$ cat src/rtl/wbuf_pkg.sv
/*
 * write buffer shared definitions
 * word width, depth, pointer and count widths,
 * and the request and status structs passed between stages
 */
package wbuf_pkg;

   // buffered word and storage geometry
   localparam int unsigned data_w = 64;
   localparam int unsigned depth  = 4;
   localparam int unsigned ptr_w  = 2;
   // holds 0 through depth
   localparam int unsigned cnt_w  = 3;

   // registered request from the capture stage
   typedef struct packed {
      logic              push;
      logic              pop;
      logic [data_w-1:0] data;
   } wbuf_req_t;

   // buffer status, all fields registered in control
   typedef struct packed {
      logic             empty;
      logic             full;
      logic [cnt_w-1:0] count;
      logic             err;
   } wbuf_stat_t;

endpackage

$ cat src/rtl/wbuf_capture.sv
/*
 * write buffer capture stage
 * registers the push and pop strobes every cycle and
 * holds the most recently pushed word for storage
 */
module wbuf_capture (
   input  logic                          clk,
   input  logic                          rst_n,
   input  logic                          push,
   input  logic                          pop,
   input  logic [wbuf_pkg::data_w-1:0]   data_in,
   output wbuf_pkg::wbuf_req_t           req
);

   // strobes are sampled unconditionally, one request per cycle
   always_ff @(posedge clk or negedge rst_n) begin
      if (!rst_n) begin
         req.push <= 1'b0;
         req.pop  <= 1'b0;
      end else begin
         req.push <= push;
         req.pop  <= pop;
      end
   end

   // data only moves on a push
   // keeps the word steady for the storage write that follows
   always_ff @(posedge clk or negedge rst_n) begin
      if (!rst_n) begin
         req.data <= '0;
      end else if (push) begin
         req.data <= data_in;
      end
   end

endmodule

$ cat src/rtl/wbuf_ctrl.sv
/*
 * write buffer control
 * accepts or rejects each registered request, moves the
 * read and write pointers, and keeps count, flags and err
 */
module wbuf_ctrl (
   input  logic                          clk,
   input  logic                          rst_n,
   input  wbuf_pkg::wbuf_req_t           req,
   output logic                          wr_en,
   output logic [wbuf_pkg::ptr_w-1:0]    wr_ptr,
   output logic [wbuf_pkg::ptr_w-1:0]    rd_ptr,
   output wbuf_pkg::wbuf_stat_t          stat
);

   logic                         push_ok;
   logic                         pop_ok;
   logic                         err_d;
   logic [wbuf_pkg::cnt_w-1:0]   count_d;
   logic                         empty_d;
   logic                         full_d;

   // acceptance
   // a pop needs a word, a push needs room or a pop in the same request
   always_comb begin
      pop_ok  = req.pop && !stat.empty;
      push_ok = req.push && (!stat.full || pop_ok);
      err_d   = (req.push && !push_ok) || (req.pop && !pop_ok);
   end

   // next occupancy
   always_comb begin
      unique case ({push_ok, pop_ok})
         2'b10:   count_d = stat.count + 1'b1;
         2'b01:   count_d = stat.count - 1'b1;
         default: count_d = stat.count;
      endcase
   end

   // flags move only on a net push or a net pop
   always_comb begin
      empty_d = stat.empty;
      full_d  = stat.full;
      if (push_ok && !pop_ok) begin
         empty_d = 1'b0;
         full_d  = (stat.count == wbuf_pkg::cnt_w'(wbuf_pkg::depth - 1));
      end else if (pop_ok && !push_ok) begin
         full_d  = 1'b0;
         empty_d = (stat.count == wbuf_pkg::cnt_w'(1));
      end
   end

   // storage writes on the same edge the write pointer moves
   assign wr_en = push_ok;

   // pointers wrap naturally at depth 4
   always_ff @(posedge clk or negedge rst_n) begin
      if (!rst_n) begin
         wr_ptr <= '0;
         rd_ptr <= '0;
      end else begin
         if (push_ok) begin
            wr_ptr <= wr_ptr + 1'b1;
         end
         if (pop_ok) begin
            rd_ptr <= rd_ptr + 1'b1;
         end
      end
   end

   // status register
   always_ff @(posedge clk or negedge rst_n) begin
      if (!rst_n) begin
         stat.empty <= 1'b1;
         stat.full  <= 1'b0;
         stat.count <= '0;
         stat.err   <= 1'b0;
      end else begin
         stat.empty <= empty_d;
         stat.full  <= full_d;
         stat.count <= count_d;
         // one cycle pulse per rejected request
         stat.err   <= err_d;
      end
   end

   a_count_max: assert property (
      @(posedge clk) disable iff (!rst_n)
      stat.count <= wbuf_pkg::cnt_w'(wbuf_pkg::depth)
   ) else $error("wbuf_ctrl: count %0d above depth", stat.count);

   a_flags_excl: assert property (
      @(posedge clk) disable iff (!rst_n)
      !(stat.empty && stat.full)
   ) else $error("wbuf_ctrl: empty and full both set");

   a_empty_count: assert property (
      @(posedge clk) disable iff (!rst_n)
      stat.empty == (stat.count == '0)
   ) else $error("wbuf_ctrl: empty flag disagrees with count %0d", stat.count);

endmodule

$ cat src/rtl/wbuf_store.sv
/*
 * write buffer storage
 * four entry registers loaded through a decoded write
 * enable and read through a mux on the read pointer
 */
module wbuf_store (
   input  logic                          clk,
   input  logic                          rst_n,
   input  wbuf_pkg::wbuf_req_t           req,
   input  logic                          wr_en,
   input  logic [wbuf_pkg::ptr_w-1:0]    wr_ptr,
   input  logic [wbuf_pkg::ptr_w-1:0]    rd_ptr,
   output logic [wbuf_pkg::data_w-1:0]   data_out
);

   logic [wbuf_pkg::depth-1:0]    wr_sel;
   logic [wbuf_pkg::data_w-1:0]   entry [wbuf_pkg::depth];

   // one hot write select, all zero without an accepted push
   always_comb begin
      wr_sel = '0;
      wr_sel[wr_ptr] = wr_en;
   end

   always_ff @(posedge clk or negedge rst_n) begin
      if (!rst_n) begin
         for (int i = 0; i < wbuf_pkg::depth; i++) begin
            entry[i] <= '0;
         end
      end else begin
         for (int i = 0; i < wbuf_pkg::depth; i++) begin
            if (wr_sel[i]) begin
               entry[i] <= req.data;
            end
         end
      end
   end

   // head word, stale while the buffer is empty
   assign data_out = entry[rd_ptr];

endmodule

$ cat src/rtl/wbuf_top.sv
/*
 * write buffer top level
 * capture, control and storage in a two cycle pipeline
 * from request strobes to status and head word
 */
module wbuf_top (
   input  logic                          clk,
   input  logic                          rst_n,
   input  logic                          push,
   input  logic                          pop,
   input  logic [wbuf_pkg::data_w-1:0]   data_in,
   output wbuf_pkg::wbuf_stat_t          stat,
   output logic [wbuf_pkg::data_w-1:0]   data_out
);

   wbuf_pkg::wbuf_req_t              req;
   logic                             wr_en;
   logic [wbuf_pkg::ptr_w-1:0]       wr_ptr;
   logic [wbuf_pkg::ptr_w-1:0]       rd_ptr;

   wbuf_capture u_capture (
      .clk     (clk),
      .rst_n   (rst_n),
      .push    (push),
      .pop     (pop),
      .data_in (data_in),
      .req     (req)
   );

   wbuf_ctrl u_ctrl (
      .clk     (clk),
      .rst_n   (rst_n),
      .req     (req),
      .wr_en   (wr_en),
      .wr_ptr  (wr_ptr),
      .rd_ptr  (rd_ptr),
      .stat    (stat)
   );

   wbuf_store u_store (
      .clk      (clk),
      .rst_n    (rst_n),
      .req      (req),
      .wr_en    (wr_en),
      .wr_ptr   (wr_ptr),
      .rd_ptr   (rd_ptr),
      .data_out (data_out)
   );

endmodule

$ cat config.mk
export PLATFORM = sky130hd
export DESIGN_NAME = wbuf_top
export DESIGN_NICKNAME = d
export VERILOG_FILES = /design/src/rtl/wbuf_pkg.sv /design/src/rtl/wbuf_capture.sv /design/src/rtl/wbuf_ctrl.sv /design/src/rtl/wbuf_store.sv /design/src/rtl/wbuf_top.sv
export SDC_FILE = /design/constraint.sdc
export NUM_CORES = 1
export LEC_CHECK = 0
export BUFFER_PORTS_ARGS = -buffer_cell sky130_fd_sc_hd__buf_4
export CORE_ASPECT_RATIO = 1.2
export CORE_MARGIN = 1.5
export CORE_UTILIZATION = 40
export CTS_CLUSTER_SIZE = 24
export DETAILED_ROUTE_END_ITERATION = 8
export PLACE_DENSITY = 0.56
export SLEW_MARGIN = 10
export SYNTH_ARGS = -nofsm -noshare
export SYNTH_HDL_FRONTEND = slang
export SYNTH_SLANG_ARGS = --single-unit
$ cat constraint.sdc
create_clock -name clk -period 4.6 [get_ports clk]
set_clock_uncertainty 0.2 [all_clocks]
set_input_delay 0.69 -clock clk [delete_from_list [all_inputs] [get_ports clk]]
set_output_delay 0.69 -clock clk [all_outputs]
set_load 0.02 [all_outputs]
After elaboration in Yosys (flattened, before gate mapping)
Index checks and enable logic that the tools add are counted.

storage, ports and cells
  output and inout port bits = 70
  word-level logic and storage cells = 51
  input port bits = 68
  bits in registers = 332

operators by class
  $lt $le $gt $ge = 3
  add/sub/neg operators = 4
  bitwise gates (word level) = 2
  reduce and logical (&&, ||, !) cells = 15
  eq/ne operators = 4
  multiplexer cells = 10

operators by type and width
  operator             number
  $bmux 64 s2          1
  $mux 64              2
  $logic_and 1x1->1    7
  $pmux 3 s2           1
  $mux 1               5
  $add 2x1->2 const B  2
  $and 4x4->4          1
  $logic_not 1->1      4
  $reduce_bool 2->1    2
  $add 3x1->3 const B  1
  $eq 3x1->1 const B   1
  $eq 3x2->1 const B   1
  $ge 3x3->1 const B   1
  $lt 2x3->1 const B   1
  $not 2->3            1
  $sub 3x1->3 const B  1
  $demux 1 s2          1
  $eq 2x1->1 const B   1
  $eq 2x2->1 const B   1
  $ge 2x1->1 const B   1
  $logic_or 1x1->1     2

Longest topological paths before layout
  word-level depth = 8
  gate-level depth with buffers = 8
  depth with buffers taken out = 7

Hierarchy
From an unflattened synthesis, not the netlist that was laid out.

unflattened totals
  cell total of the unflattened synthesis = 808
  area total of the unflattened synthesis = 14362.5 um^2

modules (own cells, without submodules)
  module        cells an instance  area each (um^2)  seq. area each (um^2)  instances
  wbuf_store    621                11109.4           6406.1                 1
  wbuf_capture  137                2728.9            1651.6                 1
  wbuf_ctrl     50                 524.3             251.5                  1

Worst setup path before layout
No wires, ideal clock.

  path type = reg2out
  from = register u_ctrl.rd_ptr[0] in the netlist's numbering
  to = output data_out[0] in the netlist's numbering
  path buffers = 2
  stages on the path, launching flop included = 4
  data arrival time = 1.495 ns
  slack = 2.215 ns
  data required time = 3.710 ns
  path through = dfrtp_1 > buf_2 > buf_2 > mux4_2

between the ends
  word-level cells in the longest chain between the ends = 4

RTL lines
  what                                         RTL line          text
  start, declared                              wbuf_ctrl.sv:12   output logic [wbuf_pkg::ptr_w-1:0] rd_ptr,
  start signal, assigned                       wbuf_ctrl.sv:66   rd_ptr <= rd_ptr + 1'b1;
  $not 2->3 (implied by the code)              wbuf_store.sv:40  assign data_out = entry[rd_ptr];
  $bmux 64 s2                                  wbuf_store.sv:40
  $mux 64 (implied by the code) (2 in series)  wbuf_store.sv:40
  end, declared                                wbuf_top.sv:13    output logic [wbuf_pkg::data_w-1:0] data_out

No other way between the ends. The select of a mux whose other input is x is not followed.

Worst setup path after layout
  from = register u_ctrl.rd_ptr[0] in the netlist's numbering
  to = output data_out[14] in the netlist's numbering

Same word-level chain as after synthesis.

==> run metrics <==
post-route minimum period 3360 ps; vias in the first global route just over 8,000; Synth Cell Area around 0.014 mm2; setup_tns 0 ps; Root Buffer clkbuf_16; synth unique cells 23; grt total ovfl 0; Die ar. 0.0364 mm2; Commonest cells post-synth dfrtp_1 (331), mux2_2 (299), mux4_2 (64); IO Count roughly 140; Initial Utilization roughly 40%; Post-synth ARST share 100%; IO buf count 137; DRC violation count after routing 0; die height ~210 um; EDFF count, synth 0; flops & latches, synth between 300 and 400; DP HPWL around 18 mm; Crit. End Element output pin; DR vias 7,369; worst skew pair latency 520 ps; layout cell share with drive strength beyond 1 approximately three fifths; nets around 1,000; Fillers around 3,000; largest cells by area after synthesis dfrtp_1 (59%), mux2_2 (24%), mux4_2 (10%); WL final approximately 30 mm; H-Tree Depth 2; post-synthesis sequential area ratio between 50% and 60%; dpl cell area between 0.015 and 0.02 mm2; crit start category register; clk slew on worst S/H paths roughly 50 ps; clk buf depth 3; status complete, no violations; CTS tree done; Final setup viols 0; CP required 3710 ps; GP Congestion between 0.7 and 0.8; Lkg Pwr 7.10 nW; antenna viol nets, final 0; RSZ-0062 raised after global routing no; # clock sinks approximately 330; first-pass GRT wire length a little under 50 mm; critical path's largest stage delay around 710 ps; CTS Buf Count 38; Worst path slowest cell dfrtp_4; CP Cell Sequence buf_12 -> mux4_2 -> buf_4; most frequent cell after synthesis dfrtp_1; Core Rows 75; wire length per cell approximately 21 um; max-cap violations 0; worst min-delay path class in2async; Post-CTS Setup Bufs 0; fmax between 0.2 and 0.3 GHz; worst vdd ir approximately 0.41 mV; Top delay family on crit path flip-flops; commonest register cell after synthesis dfrtp_1; Final Instance Area between 0.015 and 0.02 mm2; syn avg cell area 17.3 um2; vias per inst a little over 5; top cell type's share of synthesized area between 50% and 60%; Critical Path Fanout Max 47; Post-Syn Instances between 800 and 900; Iter 0 DRT Violations just under 300; worst slew pin tran roughly 1100 ps; DIE WIDTH between 150 and 200 um; cts repair resizes 0; max_slew headroom ~28%; Yosys top cell by area dfrtp_1; first drt pass iteration count 4; final hold violation count 0; Bufs and invs on worst path 2; Yosys warning count 0; diode count 0; GRT Overall Usage 17.3%; synth-to-layout area growth 18.8%; period utilisation layout between 70 and 80%; Design Power 13.1 mW; Crit path arrival time 2470 ps; Worst Path Class, Setup reg2out; area of the multi-input gates between 0.005 and 0.006 mm2; initial antenna violation count 0; Post-Syn Nets 891; largest net degree at the start of global routing 117; PwrDens between 700 and 800 mW/mm2; Core Region around 0.035 mm2; # hold bufs at CTS 0; Reg area 0.00832 mm2; Slew Viols, Final 0
-- kinds of logic after synthesis --
family / share of synthesized area (%)
simple gates: 0.364
mux: 35.9
buf+inv: 2.77
xor+xnor: 0.311
compound gates: 0.817
fa+ha+maj: 0.888
flops: 59.0
-- routing by layer --
metal / share of wire, % / global-route usage (%) / wire length, um
met3: 4.4 / 3.84 / 1330
met5: 0 / 0 / 0
met1: 43 / 21.9 / 12900
met4: 1.9 / 4.70 / 581
met2: 51 / 29.8 / 15300
-- worst reg2reg max path, cell delays in order, from the launching register on --
cell,delay (ps)
dfstp_2,380
nand2b_1,420
a21oi_4,280
buf_4,680
mux2_2,450
-- layout by cell type (no fill, tap or decap), types with 2 or more instances in the layout --
cell type,synthesis,final
xnor2_1,5,5
a21oi_4,4,4
nand2_1,10,10
buf_12,0,4
buf_4,7,148
clkbuf_1,6,11
clkinv_2,0,3
dfrtp_4,0,2
dfrtp_1,331,329
ha_1,10,10
nor2_1,2,2
o21ai_0,3,3
clkbuf_8,0,10
mux4_2,64,64
mux2_1,22,22
clkbuf_16,0,39
mux2_2,299,299
inv_1,8,8
-- where the power goes --
part | switching, mW | internal (mW)
clock network | 1.13 | 1.77
logic | 2.16 | 2.91
registers | 0.910 | 4.19
-- layout make-up --
type                    instances  area share (%)
flip-flops and latches        332            49.7
repair buffers                153            7.21
clock inverters                 6           0.366
inverters                       8           0.179
well taps                     462            3.45
clock buffers                  60            6.90
multi-input cells             425            32.2
-- path summary, 6_finish.rpt --
path                                           startpoint                        endpoint  slack, ps  cells past startpoint
min in group clk                                      pop     u_capture.req[64]$_DFF_PN0_         80                      1
min reg2reg                u_store.entry[227]$_DFFE_PN0P_  u_store.entry[227]$_DFFE_PN0P_        280                      1
max                          u_ctrl.rd_ptr[0]$_DFFE_PN0P_                    data_out[14]       1240                      3
max reg2reg                    u_ctrl.stat[5]$_DFFE_PN1P_  u_store.entry[140]$_DFFE_PN0P_       2080                      4
max in group asynchronous                           rst_n   u_store.entry[67]$_DFFE_PN0P_       3240                      2
min                                                 rst_n  u_store.entry[234]$_DFFE_PN0P_         60                      1
-- registers in the layout, indices dropped and copies added (netlist names) --
signal	count
u_ctrl.rd_ptr	2
u_capture.req	66
u_ctrl.wr_ptr	2
u_store.entry	256
u_ctrl.stat	6
-- per-stage QoR --
step	util [%]	setup WS (ps)	hold WS (ps)	std cells
finish	48.1	1240	59.4	1446
global route	48.1	1110	62.5	1446
CTS	48.1	1150	55.2	1446
detailed placement	44.6	1710	273	1380
global placement	44.6	1730	270	1380
floorplan	-	2210	194	813
Power figures use the tool's default switching activity.
